--- src/logic/bus_ctrl_pkg.sv ---
`default_nettype none

package bus_ctrl_pkg;

    localparam int MASTER_COUNT = 2;
    localparam int SLAVE_COUNT = 3;
    localparam int DATA_WIDTH = 16;                                 // data word and switch word
    localparam int SLAVE_DEPTHS [SLAVE_COUNT] = '{4096, 4096, 2048}; // slave ids 1..3
    localparam int ADDR_WIDTH = 12;                                 // fits the deepest slave
    localparam int SLAVE_ID_WIDTH = 2;
    localparam int BANK_DEPTH = 16;                                 // entry words per master
    localparam int BANK_ADDR_WIDTH = 4;
    localparam int CONFIG_CLK_COUNT = 2;                            // cycles per config word
    localparam int MASTER_IDX_WIDTH = $clog2(MASTER_COUNT);

    typedef logic [DATA_WIDTH-1:0] word_t;
    typedef logic [ADDR_WIDTH-1:0] addr_t;
    typedef logic [SLAVE_ID_WIDTH-1:0] slave_id_t;
    typedef logic [BANK_ADDR_WIDTH-1:0] count_t;
    typedef logic [MASTER_IDX_WIDTH-1:0] master_idx_t;

    typedef enum logic [3:0] {
        master_slave_sel,
        read_write_sel,
        external_write_sel,
        external_write_m1,
        external_write_m1_2,       // master 1 entry, then master 2
        external_write_m2,
        slave_addr_sel_m1,
        slave_addr_sel_m2,
        addr_count_sel_m1,
        addr_count_sel_m2,
        config_masters,
        communication_ready,
        communicating,
        communication_done         // held until reset
    } menu_state_t;

    typedef enum logic [1:0] {
        config_start,
        config_middle,
        config_last,
        config_done
    } config_state_t;

    // command bus of one master
    typedef struct packed {
        logic      burst;
        logic      rd_wr;
        logic      in_ex;
        word_t     data;
        addr_t     address;
        slave_id_t slave_id;
        logic      start;
    } master_cmd_t;

    typedef struct packed {
        logic      rd_wr;
        logic      in_ex;
        logic      burst;
        slave_id_t slave_id;
        addr_t     first_addr;
        addr_t     last_addr;
    } master_setup_t;

endpackage

`default_nettype wire

--- src/logic/bus_ctrl_top.sv ---
`timescale 1ns/1ns
`default_nettype none

module bus_ctrl_top (
    input  logic                      clk,
    input  logic                      rstN,
    input  logic                      step,
    input  logic                      addr_step,
    input  bus_ctrl_pkg::word_t       sw,
    input  logic [bus_ctrl_pkg::MASTER_COUNT-1:0] done_com,
    input  bus_ctrl_pkg::word_t [bus_ctrl_pkg::MASTER_COUNT-1:0] data_out,
    output bus_ctrl_pkg::master_cmd_t [bus_ctrl_pkg::MASTER_COUNT-1:0] cmd,
    output bus_ctrl_pkg::word_t [bus_ctrl_pkg::MASTER_COUNT-1:0] read_data,
    output logic                      at_start,
    output logic                      config_ready,
    output logic                      comm_done
);
    import bus_ctrl_pkg::*;

    menu_state_t                    state;
    master_setup_t [MASTER_COUNT-1:0] setup;
    count_t [MASTER_COUNT-1:0]      bank_count;
    master_idx_t                    rd_master;
    count_t                         rd_index;
    word_t                          rd_data;
    logic                           conf_done;

    menu_fsm u_menu_fsm (
        .clk       (clk),
        .rstN      (rstN),
        .step      (step),
        .sw        (sw),
        .conf_done (conf_done),
        .done_com  (done_com),
        .state     (state),
        .setup     (setup)
    );

    write_data_bank u_write_data_bank (
        .clk        (clk),
        .rstN       (rstN),
        .state      (state),
        .sw         (sw),
        .addr_step  (addr_step),
        .step       (step),
        .rd_master  (rd_master),
        .rd_index   (rd_index),
        .rd_data    (rd_data),
        .bank_count (bank_count)
    );

    config_sequencer u_config_sequencer (
        .clk        (clk),
        .rstN       (rstN),
        .state      (state),
        .step       (step),
        .addr_step  (addr_step),
        .sw         (sw),
        .setup      (setup),
        .bank_count (bank_count),
        .rd_data    (rd_data),
        .rd_master  (rd_master),
        .rd_index   (rd_index),
        .conf_done  (conf_done),
        .done_com   (done_com),
        .data_out   (data_out),
        .cmd        (cmd),
        .read_data  (read_data)
    );

    assign at_start = (state == master_slave_sel);
    assign config_ready = (state == communication_ready);  // masters configured
    assign comm_done = (state == communication_done);

endmodule

`default_nettype wire

--- src/logic/config_sequencer.sv ---
`timescale 1ns/1ns
`default_nettype none

module config_sequencer (
    input  logic                        clk,
    input  logic                        rstN,
    input  bus_ctrl_pkg::menu_state_t   state,
    input  logic                        step,
    input  logic                        addr_step,
    input  bus_ctrl_pkg::word_t         sw,
    input  bus_ctrl_pkg::master_setup_t [bus_ctrl_pkg::MASTER_COUNT-1:0] setup,
    input  bus_ctrl_pkg::count_t [bus_ctrl_pkg::MASTER_COUNT-1:0] bank_count,
    input  bus_ctrl_pkg::word_t         rd_data,
    output bus_ctrl_pkg::master_idx_t   rd_master,
    output bus_ctrl_pkg::count_t        rd_index,
    output logic                        conf_done,
    input  logic [bus_ctrl_pkg::MASTER_COUNT-1:0] done_com,
    input  bus_ctrl_pkg::word_t [bus_ctrl_pkg::MASTER_COUNT-1:0] data_out,
    output bus_ctrl_pkg::master_cmd_t [bus_ctrl_pkg::MASTER_COUNT-1:0] cmd,
    output bus_ctrl_pkg::word_t [bus_ctrl_pkg::MASTER_COUNT-1:0] read_data
);
    import bus_ctrl_pkg::*;

    config_state_t                cfg_state;
    master_idx_t                  cfg_master;
    master_idx_t                  next_master;
    logic [$clog2(CONFIG_CLK_COUNT)-1:0] clk_cnt;
    count_t                       word_cnt;
    count_t                       next_word;
    count_t                       last_word;       // index of word W-1
    logic                         step_end;        // last cycle of a config word
    logic [MASTER_COUNT-1:0]      start_q;
    word_t [MASTER_COUNT-1:0]     data_q;
    addr_t [MASTER_COUNT-1:0]     addr_q;

    assign next_master = cfg_master + 1'b1;
    assign next_word = word_cnt + 1'b1;
    assign step_end = (clk_cnt == CONFIG_CLK_COUNT - 1);
    assign conf_done = (cfg_state == config_done);

    always_comb begin
        if (!setup[cfg_master].in_ex || (bank_count[cfg_master] <= count_t'(2)))
            last_word = count_t'(1);             // two words
        else
            last_word = bank_count[cfg_master] - 1'b1;
    end

    // bank word loaded at the next word boundary
    always_comb begin
        rd_master = cfg_master;
        rd_index = next_word;
        if (state == addr_count_sel_m2) begin
            rd_master = '0;
            rd_index = '0;
        end else if (cfg_state == config_last) begin
            rd_master = next_master;
            rd_index = '0;
        end
    end

    always_ff @(posedge clk or negedge rstN) begin
        if (!rstN) begin
            cfg_state <= config_start;
            cfg_master <= '0;
            clk_cnt <= '0;
            word_cnt <= '0;
            start_q <= '0;
            data_q <= '0;
            addr_q <= '0;
        end else begin
            start_q <= '0;                      // every start is a single cycle
            case (state)
                addr_count_sel_m2:
                    if (step) begin
                        cfg_state <= config_start;
                        cfg_master <= '0;
                        clk_cnt <= '0;
                        word_cnt <= '0;
                        start_q[0] <= 1'b1;
                        data_q[0] <= rd_data;
                        addr_q[0] <= setup[0].first_addr;
                    end
                config_masters: begin
                    clk_cnt <= step_end ? '0 : clk_cnt + 1'b1;
                    case (cfg_state)
                        config_start, config_middle:
                            if (step_end) begin
                                word_cnt <= next_word;
                                data_q[cfg_master] <= rd_data;
                                if (next_word == last_word) begin
                                    cfg_state <= config_last;
                                    start_q[cfg_master] <= 1'b1;
                                    addr_q[cfg_master] <= setup[cfg_master].last_addr; // range end
                                end else begin
                                    cfg_state <= config_middle;
                                end
                            end
                        config_last:
                            if (step_end) begin
                                if (cfg_master == master_idx_t'(MASTER_COUNT - 1)) begin
                                    cfg_state <= config_done;
                                end else begin
                                    cfg_state <= config_start;
                                    cfg_master <= next_master;
                                    word_cnt <= '0;
                                    start_q[next_master] <= 1'b1;
                                    data_q[next_master] <= rd_data;
                                    addr_q[next_master] <= setup[next_master].first_addr;
                                end
                            end
                        default: begin
                        end
                    endcase
                end
                communication_ready:
                    if (step)
                        start_q <= '1;          // all masters together
                communicating:
                    for (int i = 0; i < MASTER_COUNT; i++)
                        if (done_com[i])
                            addr_q[i] <= '0;    // readback begins at word 0
                communication_done:
                    if (addr_step)
                        addr_q <= {MASTER_COUNT{sw[ADDR_WIDTH-1:0]}};
                default: begin
                end
            endcase
        end
    end

    always_ff @(posedge clk) begin
        read_data <= data_out;
    end

    always_comb begin
        for (int i = 0; i < MASTER_COUNT; i++) begin
            cmd[i].burst = setup[i].burst;
            cmd[i].rd_wr = setup[i].rd_wr;
            cmd[i].in_ex = setup[i].in_ex;
            cmd[i].data = data_q[i];
            cmd[i].address = addr_q[i];
            cmd[i].slave_id = setup[i].slave_id;
            cmd[i].start = start_q[i];
        end
    end

    for (genvar g = 0; g < MASTER_COUNT; g++) begin : g_start_check
        assert property (@(posedge clk) disable iff (!rstN)
            cmd[g].start |=> !cmd[g].start);
    end

endmodule

`default_nettype wire

--- src/logic/menu_fsm.sv ---
`timescale 1ns/1ns
`default_nettype none

module menu_fsm (
    input  logic                        clk,
    input  logic                        rstN,
    input  logic                        step,
    input  bus_ctrl_pkg::word_t         sw,
    input  logic                        conf_done,
    input  logic [bus_ctrl_pkg::MASTER_COUNT-1:0] done_com,
    output bus_ctrl_pkg::menu_state_t   state,
    output bus_ctrl_pkg::master_setup_t [bus_ctrl_pkg::MASTER_COUNT-1:0] setup
);
    import bus_ctrl_pkg::*;

    menu_state_t next_state;
    master_idx_t cur_master;    // master addressed by the address and length menus

    // range end clamped to the last word of the chosen slave
    function automatic addr_t clamp_last(input addr_t first, input addr_t len,
                                         input slave_id_t id);
        logic [ADDR_WIDTH:0] sum;
        int depth;
        sum = {1'b0, first} + {1'b0, len};
        depth = (id == '0) ? SLAVE_DEPTHS[0] : SLAVE_DEPTHS[id - 1'b1];
        if (sum >= depth)
            return addr_t'(depth - 1);
        else
            return sum[ADDR_WIDTH-1:0];
    endfunction

    assign cur_master = master_idx_t'((state == slave_addr_sel_m2) ||
                                      (state == addr_count_sel_m2));

    always_comb begin
        next_state = state;
        case (state)
            master_slave_sel:
                if (step)
                    next_state = read_write_sel;
            read_write_sel:
                if (step)
                    next_state = (sw[1:0] == 2'b00) ? slave_addr_sel_m1 : external_write_sel;
            external_write_sel:
                if (step) begin
                    case (sw[1:0])
                        2'b01:   next_state = external_write_m1;
                        2'b10:   next_state = external_write_m2;
                        2'b11:   next_state = external_write_m1_2;
                        default: next_state = slave_addr_sel_m1;   // no bank entry
                    endcase
                end
            external_write_m1:
                if (step)
                    next_state = slave_addr_sel_m1;
            external_write_m1_2:
                if (step)
                    next_state = external_write_m2;
            external_write_m2:
                if (step)
                    next_state = slave_addr_sel_m1;
            slave_addr_sel_m1:
                if (step)
                    next_state = slave_addr_sel_m2;
            slave_addr_sel_m2:
                if (step)
                    next_state = addr_count_sel_m1;
            addr_count_sel_m1:
                if (step)
                    next_state = addr_count_sel_m2;
            addr_count_sel_m2:
                if (step)
                    next_state = config_masters;
            config_masters:
                if (conf_done)
                    next_state = communication_ready;
            communication_ready:
                if (step)
                    next_state = communicating;
            communicating:
                if (&done_com)
                    next_state = communication_done;
            default:
                next_state = state;
        endcase
    end

    always_ff @(posedge clk or negedge rstN) begin
        if (!rstN) begin
            state <= master_slave_sel;
            setup <= '0;
        end else begin
            state <= next_state;
            case (state)
                master_slave_sel:
                    for (int i = 0; i < MASTER_COUNT; i++)
                        setup[i].slave_id <= sw[SLAVE_ID_WIDTH*i +: SLAVE_ID_WIDTH];
                read_write_sel:
                    for (int i = 0; i < MASTER_COUNT; i++) begin
                        setup[i].rd_wr <= sw[i];
                        setup[i].in_ex <= 1'b0;     // set again only if the branch is taken
                    end
                external_write_sel:
                    for (int i = 0; i < MASTER_COUNT; i++)
                        setup[i].in_ex <= sw[i];
                slave_addr_sel_m1, slave_addr_sel_m2:
                    setup[cur_master].first_addr <= sw[ADDR_WIDTH-1:0];
                addr_count_sel_m1, addr_count_sel_m2: begin
                    setup[cur_master].burst <= (sw[ADDR_WIDTH-1:0] != '0);  // zero length is single
                    setup[cur_master].last_addr <= clamp_last(setup[cur_master].first_addr,
                                                              sw[ADDR_WIDTH-1:0],
                                                              setup[cur_master].slave_id);
                end
                default: begin
                end
            endcase
        end
    end

    // a master cannot be configured toward slave 0
    for (genvar g = 0; g < MASTER_COUNT; g++) begin : g_id_check
        assert property (@(posedge clk) disable iff (!rstN)
            (state == config_masters) |-> (setup[g].slave_id != '0));
    end

endmodule

`default_nettype wire

--- src/logic/write_data_bank.sv ---
`timescale 1ns/1ns
`default_nettype none

module write_data_bank (
    input  logic                      clk,
    input  logic                      rstN,
    input  bus_ctrl_pkg::menu_state_t state,
    input  bus_ctrl_pkg::word_t       sw,
    input  logic                      addr_step,
    input  logic                      step,
    input  bus_ctrl_pkg::master_idx_t rd_master,
    input  bus_ctrl_pkg::count_t      rd_index,
    output bus_ctrl_pkg::word_t       rd_data,
    output bus_ctrl_pkg::count_t [bus_ctrl_pkg::MASTER_COUNT-1:0] bank_count
);
    import bus_ctrl_pkg::*;

    word_t       mem [MASTER_COUNT][BANK_DEPTH];
    count_t      wr_addr;       // shared by both masters' entry states
    logic        wr_en;
    master_idx_t wr_master;

    assign wr_en = (state == external_write_m1) || (state == external_write_m1_2) ||
                   (state == external_write_m2);
    assign wr_master = master_idx_t'(state == external_write_m2);

    always_ff @(posedge clk) begin
        if (wr_en)
            mem[wr_master][wr_addr] <= sw;      // follows the switches until the next strobe
    end

    always_ff @(posedge clk or negedge rstN) begin
        if (!rstN) begin
            wr_addr <= '0;
            bank_count <= '0;
        end else if (wr_en) begin
            if (step) begin
                wr_addr <= '0;                  // next master starts at word 0
            end else if (addr_step) begin
                wr_addr <= wr_addr + 1'b1;
                bank_count[wr_master] <= bank_count[wr_master] + 1'b1;
            end
        end
    end

    assign rd_data = mem[rd_master][rd_index];

    for (genvar g = 0; g < MASTER_COUNT; g++) begin : g_count_check
        assert property (@(posedge clk) disable iff (!rstN)
            (bank_count[g] == count_t'(BANK_DEPTH - 1)) |=> (bank_count[g] != '0));
    end

endmodule

`default_nettype wire

--- config.mk ---
export PLATFORM = sky130hd
export DESIGN_NAME = bus_ctrl_top
export DESIGN_NICKNAME = d
export VERILOG_FILES = /design/src/logic/bus_ctrl_pkg.sv /design/src/logic/bus_ctrl_top.sv /design/src/logic/config_sequencer.sv /design/src/logic/menu_fsm.sv /design/src/logic/write_data_bank.sv
export SDC_FILE = /design/constraint.sdc
export NUM_CORES = 1
export LEC_CHECK = 0
export BUFFER_PORTS_ARGS = -buffer_cell sky130_fd_sc_hd__buf_4
export CAP_MARGIN = 20
export CORE_UTILIZATION = 50
export CTS_CLUSTER_SIZE = 12
export DETAILED_ROUTE_END_ITERATION = 7
export GPL_TIMING_DRIVEN = 0
export MAX_ROUTING_LAYER = met4
export PLACE_DENSITY = 0.67
export SLEW_MARGIN = 5
export SYNTH_ARGS = -nofsm -noshare
export SYNTH_HDL_FRONTEND = slang
export SYNTH_SLANG_ARGS = --single-unit
--- constraint.sdc ---
create_clock -name clk -period 5.95 [get_ports clk]
set_input_delay 0.8925 -clock clk [delete_from_list [all_inputs] [get_ports clk]]
set_output_delay 0.8925 -clock clk [all_outputs]
set_load 0.02 [all_outputs]
---- Yosys cells after proc, flatten, opt, wreduce, memory -nomap -nowiden ----
Memories as Yosys holds them, arrays and structs flattened.
Index checks and enable logic that the tools add are counted.
word-level totals
  word-level logic and storage cells ...... 269
  input bits .............................. 54
  output and inout bits ................... 103
  memories ................................ 1
  flip-flop bits (word level) ............. 172
  memory bits (writable) .................. 512
cells by class
  eq/ne operators ......................... 45
  order comparisons ....................... 14
  muxes and demuxes ....................... 129
  reduce and logical (&&, ||, !) cells .... 40
  bitwise operators ....................... 4
  $add $sub $neg .......................... 9
memory list
  name                   depth  bits a word  rd ports  clocked after Yosys merged registers in  wr ports  RTL line               source
  u_write_data_bank.mem  2      256          1         0                                        1         write_data_bank.sv:18  word_t mem [MASTER_COUNT][BANK_DEPTH];
operator list
  operator                                          count
  256-bit two-way mux                               1
  24-bit two-way mux                                8
  32-bit two-way mux                                6
  58-bit bitwise mux                                3
  24-bit case mux with 2 select lines               3
  4-bit two-way mux                                 26
  12-bit two-way mux                                8
  16-bit two-way mux                                6
  29-bit demux with 1-bit select                    3
  16-bit binary-select mux with 4-bit select        1
  32-bit binary-select mux with 2-bit select        1
  32-bit bitwise mux                                2
  16-bit demux with 4-bit select                    1
  32-bit case mux with 2 select lines               1
  28-bit two-way mux                                2
  26-bit two-way mux                                2
  24-bit bitwise mux                                2
  12-bit case mux with 4 select lines               1
  4-bit case mux with 12 select lines               1
  12-bit case mux with 3 select lines               1
  16-bit demux with 1-bit select                    2
  13-bit by 32-bit >= comparator with 1-bit output  1
  16-bit case mux with 2 select lines               1
  2-bit != test, second input constant              15
  other kinds (58)                                  143

---- Logic depth before layout (Yosys ltp) ----
  word-level depth ........................ 15
  gate-level depth with buffers ........... 21
  mapped depth without buffers ............ 19

---- Hierarchy ----
A second synthesis with hierarchy kept.
unflattened totals
  cell total of the unflattened synthesis .. 1979
  area, all modules ....................... 28642.5 um^2
modules (own cells, without submodules)
  module            instances  area each (um^2)  cells an instance  seq. area each (um^2)
  write_data_bank   1          20737.4           1193               15675.0
  config_sequencer  1          4549.4            462                2292.2
  menu_fsm          1          3321.9            321                1551.5
  bus_ctrl_top      1          33.8              3                  0.0

---- Least setup slack after synthesis ----
OpenSTA, ideal clock, no wires.
  path type ............................... register to register
  start ................................... register u_menu_fsm.state[1]
  end ..................................... register, netlist name u_menu_fsm.setup[40]
  slack ................................... 1.605 ns
  cell stages (with the launch flop) ...... 21
  data arrival time ....................... 4.208 ns
  clock period less this slack ............ 4.345 ns
  setup time .............................. 0.137 ns
  data required time ...................... 5.813 ns
  path buffers ............................ 2
  cell sequence ........................... dfrtp_1 -> clkbuf_1 -> mux2i_1 -> nand2_1 -> buf_1 -> mux2_2 -> ha_1 -> a21oi_1 -> o211ai_1 -> o41a_1 -> a41oi_1 -> nand2b_1 -> a21oi_1 -> xnor2_1 -> ha_1 -> o21ai_0 -> nand2b_1 -> a211oi_1 -> a21oi_1 -> a21oi_1 -> a21oi_1
on the way
  longest elaborated chain between the ends .. 15
  elaborated cells on any way between the ends .. 33
  those cells by class .................... add/sub: 3; order compare: 3; eq/ne: 4; mux: 16; bitwise: 1; reduce/logical: 6
ends and longest elaborated chain
  item                                                                                                                      RTL line                                        source
  start: declaration                                                                                                        menu_fsm.sv:11                                  output bus_ctrl_pkg::menu_state_t state,
  start signal: assignment                                                                                                  menu_fsm.sv:90                                  state <= master_slave_sel;
  start signal: assignment                                                                                                  menu_fsm.sv:93                                  state <= next_state;
  4-bit by 3-bit equality test with 1-bit output / 4-bit equality test (equally long branches)                              menu_fsm.sv:32, menu_fsm.sv:94, menu_fsm.sv:33
  1-bit logical OR                                                                                                          menu_fsm.sv:32                                  assign cur_master = master_idx_t'((state == slave_addr_sel_m2) ||
  26-bit two-way mux (not written as such) (2 in series)                                                                    menu_fsm.sv:110                                 setup[cur_master].last_addr <= clamp_last(setup[cur_master].first_addr,
  2-bit by 1-bit subtractor with 2-bit output                                                                               menu_fsm.sv:25                                  depth = (id == '0) ? SLAVE_DEPTHS[0] : SLAVE_DEPTHS[id - 1'b1];
  2-bit NOT with 3-bit output (not written as such)                                                                         menu_fsm.sv:25
  32-bit binary-select mux with 2-bit select                                                                                menu_fsm.sv:25
  32-bit two-way mux (not written as such) (2 in series)                                                                    menu_fsm.sv:25
  32-bit two-way mux                                                                                                        menu_fsm.sv:25
  13-bit by 32-bit >= comparator with 1-bit output / 12-bit by 2-bit subtractor with 12-bit output (equally long branches)  menu_fsm.sv:26, menu_fsm.sv:27
  12-bit two-way mux                                                                                                        menu_fsm.sv:26                                  if (sum >= depth)
  12-bit two-way mux                                                                                                        menu_fsm.sv:94                                  case (state)
  58-bit bitwise mux                                                                                                        menu_fsm.sv:110
  24-bit case mux with 2 select lines                                                                                       menu_fsm.sv:94
Several ways; a longest one is shown, not always the timed one. The select of a mux whose other input is x is not followed.
A chain may end at the register's enable or synchronous reset.

---- Worst setup path in the final report ----
  start ................................... register u_config_sequencer.cfg_state[0]
  end ..................................... register u_config_sequencer.data_q (netlist bit u_config_sequencer.cmd[51])
on the way
  longest elaborated chain between the ends .. 11
  elaborated cells on any way between the ends .. 24
  those cells by class .................... eq/ne: 5; mux: 13; bitwise: 1; reduce/logical: 4; memory: 1
ends and longest elaborated chain
  item                                                                           RTL line                                        source
  start: declaration                                                             config_sequencer.sv:24                          config_state_t cfg_state;
  start signal: assignment                                                       config_sequencer.sv:63                          cfg_state <= config_start;
  start signal: assignment                                                       config_sequencer.sv:75                          cfg_state <= config_start;
  start signal: assignment                                                       config_sequencer.sv:91                          cfg_state <= config_last;
  2-bit equality test                                                            config_sequencer.sv:55, config_sequencer.sv:85
  1-bit two-way mux / 4-bit two-way mux (equally long branches)                  config_sequencer.sv:55                          end else if (cfg_state == config_last) begin
  1-bit two-way mux / 4-bit two-way mux (equally long branches)                  config_sequencer.sv:52                          if (state == addr_count_sel_m2) begin
  memory read 2 x 256 bit / 4-bit NOT with 5-bit output (equally long branches)  n/a
  16-bit binary-select mux with 4-bit select                                     write_data_bank.sv:46                           assign rd_data = mem[rd_master][rd_index];
  16-bit two-way mux (not written as such) (2 in series)                         write_data_bank.sv:46
  32-bit bitwise mux                                                             config_sequencer.sv:107                         data_q[next_master] <= rd_data;
  32-bit two-way mux                                                             config_sequencer.sv:100                         if (cfg_master == master_idx_t'(MASTER_COUNT - 1)) begin
  32-bit two-way mux                                                             config_sequencer.sv:99                          if (step_end) begin
  32-bit case mux with 2 select lines                                            config_sequencer.sv:85                          case (cfg_state)
  end signal: indexed assignment                                                 config_sequencer.sv:89                          data_q[cfg_master] <= rd_data;
  end signal: indexed assignment                                                 config_sequencer.sv:107
  end: declaration                                                               config_sequencer.sv:33                          word_t [MASTER_COUNT-1:0] data_q;
Several ways; a longest one is shown, not always the timed one. The select of a mux whose other input is x is not followed.

==> results by stage <==
Yosys:
- The number of enable flip-flop cells after synthesis is 512.
- For this run, the number of Yosys warnings is 0.
- Synthesis produced 2153 cells.
- The largest total area in the synthesized netlist belongs to sky130_fd_sc_hd__edfxtp_1.
- By area the synthesized netlist is led by sky130_fd_sc_hd__edfxtp_1 (53%), sky130_fd_sc_hd__dfrtp_1 (12%), sky130_fd_sc_hd__nand2_1 (3.5%), sky130_fd_sc_hd__mux4_2 (2.6%), sky130_fd_sc_hd__o21ai_0 (2.3%).
- The number of unique standard cell types used by synthesis is 75.
- Dividing the synthesized area by the synthesized cell count gives 13.4 um^2.
- The cell area after synthesis is 28900 um^2.
- The prevailing post-synth register cell is sky130_fd_sc_hd__edfxtp_1.
- The number of flip-flops and latches in the synthesized netlist is 684.
- For this run, the register share of the synthesized area comes to 67.5%.
- The post-synthesis async set-or-reset flop share is 20.5%.
- The number of nets in the synthesized netlist is 2235.
- The area fraction of the dominant cell type after synthesis is 53.2%.

Global route:
- The total track usage is 28.5%.
- The total congestion overflow is 0.
- The first global-routing pass estimated 122000 um of wire.
- The via count of the first global-routing pass came to 19700.
- The number of antenna violations at the first check in global routing is 1.
- The largest net degree at the start of global routing is 96.

Cells and area:
- Once layout is complete, the cells apart from fillers number 3219.
- The final instance area is 33700 um^2.
- Compared with the post-synthesis result, the final layout area differs by 16.7%.
- The share of post-route cells with drive strength above 1 is 19.2%.
- The number of nets in the layout is 2488.

Setup path:
- The worst setup path is launched from a register.
- The start point of the critical path is u_config_sequencer.cfg_state[0]$_DFFE_PN0P_.
- The required time reported for the critical path endpoint is 6.41 ns.
- The worst endpoint data arrival time is 6.18 ns.
- Along the worst path, the maximum fanout reaches 11.
- The classification of the worst setup path is reg2reg.
- The kind of end point of the critical path is a register.
- The origin of the critical flop-to-flop path is u_config_sequencer.cfg_state[0]$_DFFE_PN0P_.

Route:
- For this run, design rule violations remaining after detail routing come to 2.
- The post-detailed-route count of antenna-violating nets is 0.
- Dividing the detail-routed via count by the number of cells gives 6.28.
- The first-pass detailed-route iteration total is 8.
- The total via count in the routed design is 20200.
- The final layout contains routed wiring with a total length of 81900 um.
- Dividing the detail-routed wire length by the instance count gives 25.4 um.
- The number of DRC markers after the initial detailed-route iteration is 2558.

Pwr:
- For this design the static power due to leakage is 12.2 nW.
- For this design the ratio of total power to cell area is 540 nW/um^2.
- Across the VDD grid, the largest voltage drop is 0.000337 V.

Floorplanning:
- The cell row count is 87.
- 157 I/O pins were placed.
- In this run the vertical extent of the chip is 242 um.
- The core box area is 56700 um^2.
- The die covers 58800 um^2.
- The horizontal extent of the die is 242 um.
- For this configuration, the core starts out at a cell density of 51.0%.

Placed design:
- Once detailed placement completed, the half-perimeter wirelength came to 55700 um.
- The weighted congestion at the end of routability-driven global placement is 0.960.
- The area of placed instances is 31400 um^2.
- Buffers placed on the I/O ports in this run total 155.
- The worst slack after detailed placement is 0.353 ns.
- The post-placement cell count is 3086.

STA:
- The final critical delay including setup and external delays is 5.72 ns.
- In the final timing run, aggregate negative setup slack is 0 ns.
- For this run, the top clock speed supported by timing is 0.175 GHz.
- Setup repair after global routing left no endpoint under its margin.
- The final-report max-slew violation count is 0.
- The count of endpoints failing hold in the final timing report was 0.
- On the final layout, the worst clock skew is 0.0309 ns.
- For the pin with the worst max-slew slack, the measured transition is 1.20 ns.
- Setup violations remaining at the end of the flow were counted as 0.
- The worst slew margin relative to its limit is 19.1%.
- Setup slack closes at 0.229 ns.
- The share of the cycle needed by the critical path after routing is 96.2%.

Clock tree:
- Clock tree synthesis inserted a total of 74 buffers.
- The tree is rooted in a sky130_fd_sc_hd__clkbuf_16.
- The clock transition at the registers of the reported paths is 0.06 ns.
- The CTS H-tree depth is 3.
- The clock reaches the later pin of the worst-skew pair after 0.62 ns.
- The CTS tree is yes.
- The maximum buffer depth of the clock tree is 3.
- For this design, the sink count on the clock tree is 684.

Run status:
- The run finished, with violations left.
- The checks that failed: design-rule violations.

Worst hold path:
- The tightest min-delay check is of the in2async type.

Flow run:
- The tool flagged a number of max-cap violations equal to 0.
logic make-up (layout without fill, tap and decap cells):
logic type	count (synthesis)	after routing	synth area share, %
flip-flops	684	684	67.5
AND/OR/NAND/NOR	593	593	9.17
AO/OA/AOI/OAI	506	506	11.9
buffers and inverters	179	488	2.80
multiplexers	144	144	6.83
adder cells (fa/ha/maj)	28	28	1.24
XOR/XNOR	19	19	0.576
other	0	1	0
Yosys cell counts, types with 5 or more instances:
library cell and number:
sky130_fd_sc_hd__ha_1 27, sky130_fd_sc_hd__a31oi_1 73, sky130_fd_sc_hd__mux4_2 34, sky130_fd_sc_hd__nand2_1 271, sky130_fd_sc_hd__mux2_4 10, sky130_fd_sc_hd__xnor2_1 11
sky130_fd_sc_hd__nand3_1 85, sky130_fd_sc_hd__buf_2 32, sky130_fd_sc_hd__o21ai_0 132, sky130_fd_sc_hd__xor2_1 8, sky130_fd_sc_hd__o221a_2 13, sky130_fd_sc_hd__edfxtp_1 512
sky130_fd_sc_hd__nor2_1 123, sky130_fd_sc_hd__clkbuf_1 90, sky130_fd_sc_hd__o21ai_1 10, sky130_fd_sc_hd__or3_1 5, sky130_fd_sc_hd__a32o_1 14, sky130_fd_sc_hd__o31ai_1 6
sky130_fd_sc_hd__o32a_1 15, sky130_fd_sc_hd__and2_1 12, sky130_fd_sc_hd__buf_4 15, sky130_fd_sc_hd__dfxtp_1 32, sky130_fd_sc_hd__inv_1 17, sky130_fd_sc_hd__and3_1 5
sky130_fd_sc_hd__mux2_2 47, sky130_fd_sc_hd__a21oi_1 80, sky130_fd_sc_hd__mux2i_1 53, sky130_fd_sc_hd__buf_1 19, sky130_fd_sc_hd__a211oi_1 8, sky130_fd_sc_hd__o221ai_1 46
sky130_fd_sc_hd__nor3_1 15, sky130_fd_sc_hd__a32oi_1 16, sky130_fd_sc_hd__dfrtp_1 140, sky130_fd_sc_hd__o211ai_1 48, sky130_fd_sc_hd__a41oi_1 13, sky130_fd_sc_hd__nand2b_1 42
stage by stage:
step,util (%),total power [mW],hold WS [ns]
2_1_floorplan,-,10.6,0.451
4_1_cts,59.5,18.1,0.203
5_1_grt,59.5,19.0,0.233
6_report,59.5,18.2,0.213
3_5_place_dp,55.3,13.6,0.472
3_3_place_gp,54.7,13.5,0.463
flip-flops by register name, indices dropped and copies added, names as in the netlist:
| name | count |
|---|---|
| u_write_data_bank.mem | 512 |
| u_write_data_bank.bank_count | 8 |
| u_menu_fsm.setup | 58 |
| u_config_sequencer.word_cnt | 4 |
| u_config_sequencer.read_data | 32 |
| u_write_data_bank.wr_addr | 4 |
| u_menu_fsm.state | 4 |
| u_config_sequencer.cfg_master | 1 |
| u_config_sequencer.clk_cnt | 1 |
| u_config_sequencer.cmd | 56 |
| u_config_sequencer.cfg_state | 2 |
| u_config_sequencer.start_q | 2 |
path summary, 6_finish.rpt:
path                       slack [ns]  cells after the start                                        to
max                              0.23                     15    u_config_sequencer.cmd[51]$_DFFE_PN0P_
max in group asynchronous        4.92                      2    u_config_sequencer.cmd[29]$_DFFE_PN0P_
min reg2reg                      0.48                      2          u_menu_fsm.setup[38]$_DFFE_PN0P_
min                              0.21                      1          u_menu_fsm.setup[20]$_DFFE_PN0P_
min in group clk                 0.38                      1  u_config_sequencer.read_data[10]$_DFF_P_
max reg2reg                      0.23                     15    u_config_sequencer.cmd[51]$_DFFE_PN0P_
final cells by class:
| cell class | count | area (um^2) |
|---|---|---|
| flip-flops and latches | 684 | 19500 |
| fillers | 4426 | 23000 |
| repair buffers | 177 | 1460 |
| plain buffers | 161 | 743 |
| clock buffers | 105 | 2060 |
| well taps | 756 | 946 |
| inverters | 18 | 67.6 |
| clock inverters | 27 | 295 |
| diodes | 1 | 2.50 |
| multi-input cells | 1290 | 8650 |
metal layers:
layer | track usage (%) | wire length [um]
met4 | 10.9 | 2810
met3 | 4.66 | 7180
met2 | 44.5 | 39200
met1 | 37.6 | 32700
met5 | - | 0
critical path: stages, from the launching register on:
cell and delay, ns:
sky130_fd_sc_hd__dfrtp_1 0.43, sky130_fd_sc_hd__nand2b_1 0.16, sky130_fd_sc_hd__buf_2 0.20, sky130_fd_sc_hd__inv_2 0.19, sky130_fd_sc_hd__clkbuf_1 0.43, sky130_fd_sc_hd__clkbuf_1 0.42
sky130_fd_sc_hd__buf_2 0.35, sky130_fd_sc_hd__ha_1 0.47, sky130_fd_sc_hd__clkbuf_1 0.43, sky130_fd_sc_hd__clkbuf_1 0.47, sky130_fd_sc_hd__buf_1 0.63, sky130_fd_sc_hd__a31oi_1 0.27
sky130_fd_sc_hd__o21ai_0 0.24, sky130_fd_sc_hd__nand2_1 0.09, sky130_fd_sc_hd__a41oi_1 0.58, sky130_fd_sc_hd__o211ai_1 0.20
repair_timing:
action                                  in CTS  in global routing
endpoints found under the setup margin       0                 10
hold buffers                                 0                  0
setup buffers                                0                  0
gates resized for setup                      0                  3
layout by cell type, fill, tap and decap left out, types with 6 or more instances in the layout:
cell                        instances
sky130_fd_sc_hd__a211oi_1           8
sky130_fd_sc_hd__clkbuf_16         77
sky130_fd_sc_hd__a41oi_1           13
sky130_fd_sc_hd__o31ai_1            6
sky130_fd_sc_hd__nand2b_1          42
sky130_fd_sc_hd__o221ai_1          46
sky130_fd_sc_hd__ha_1              27
sky130_fd_sc_hd__buf_8             14
sky130_fd_sc_hd__and2_1            12
sky130_fd_sc_hd__xor2_1             8
sky130_fd_sc_hd__nand2_1          271
sky130_fd_sc_hd__a32o_1            14
sky130_fd_sc_hd__buf_2             32
sky130_fd_sc_hd__dfrtp_1          140
sky130_fd_sc_hd__clkbuf_1         114
sky130_fd_sc_hd__o21ai_0          132
sky130_fd_sc_hd__o21ai_1           10
sky130_fd_sc_hd__a32oi_1           16
sky130_fd_sc_hd__a21oi_1           80
sky130_fd_sc_hd__clkinv_1          11
sky130_fd_sc_hd__mux2i_1           53
sky130_fd_sc_hd__o32a_1            15
sky130_fd_sc_hd__mux2_2            47
sky130_fd_sc_hd__a31oi_1           73
sky130_fd_sc_hd__edfxtp_1         512
sky130_fd_sc_hd__nor2_2            26
sky130_fd_sc_hd__buf_4            176
sky130_fd_sc_hd__nor3_1            15
sky130_fd_sc_hd__nor2_1            97
sky130_fd_sc_hd__nand3_1           85
sky130_fd_sc_hd__buf_1             18
sky130_fd_sc_hd__xnor2_1           11
sky130_fd_sc_hd__mux2_4            10
sky130_fd_sc_hd__o221a_2           13
sky130_fd_sc_hd__inv_1             17
sky130_fd_sc_hd__dfxtp_1           32
sky130_fd_sc_hd__o211ai_1          48
sky130_fd_sc_hd__mux4_2            34
where the power goes:
part / internal (mW) / leakage, nW / switching (mW) / total [mW]
registers: 5.42 / 6.65 / 0.232 / 5.65
logic: 2.62 / 4.41 / 5.44 / 8.06
clock network: 2.64 / 1.14 / 1.87 / 4.51
total: 10.7 / 12.2 / 7.54 / 18.2
(Power assumes the default switching activity.)
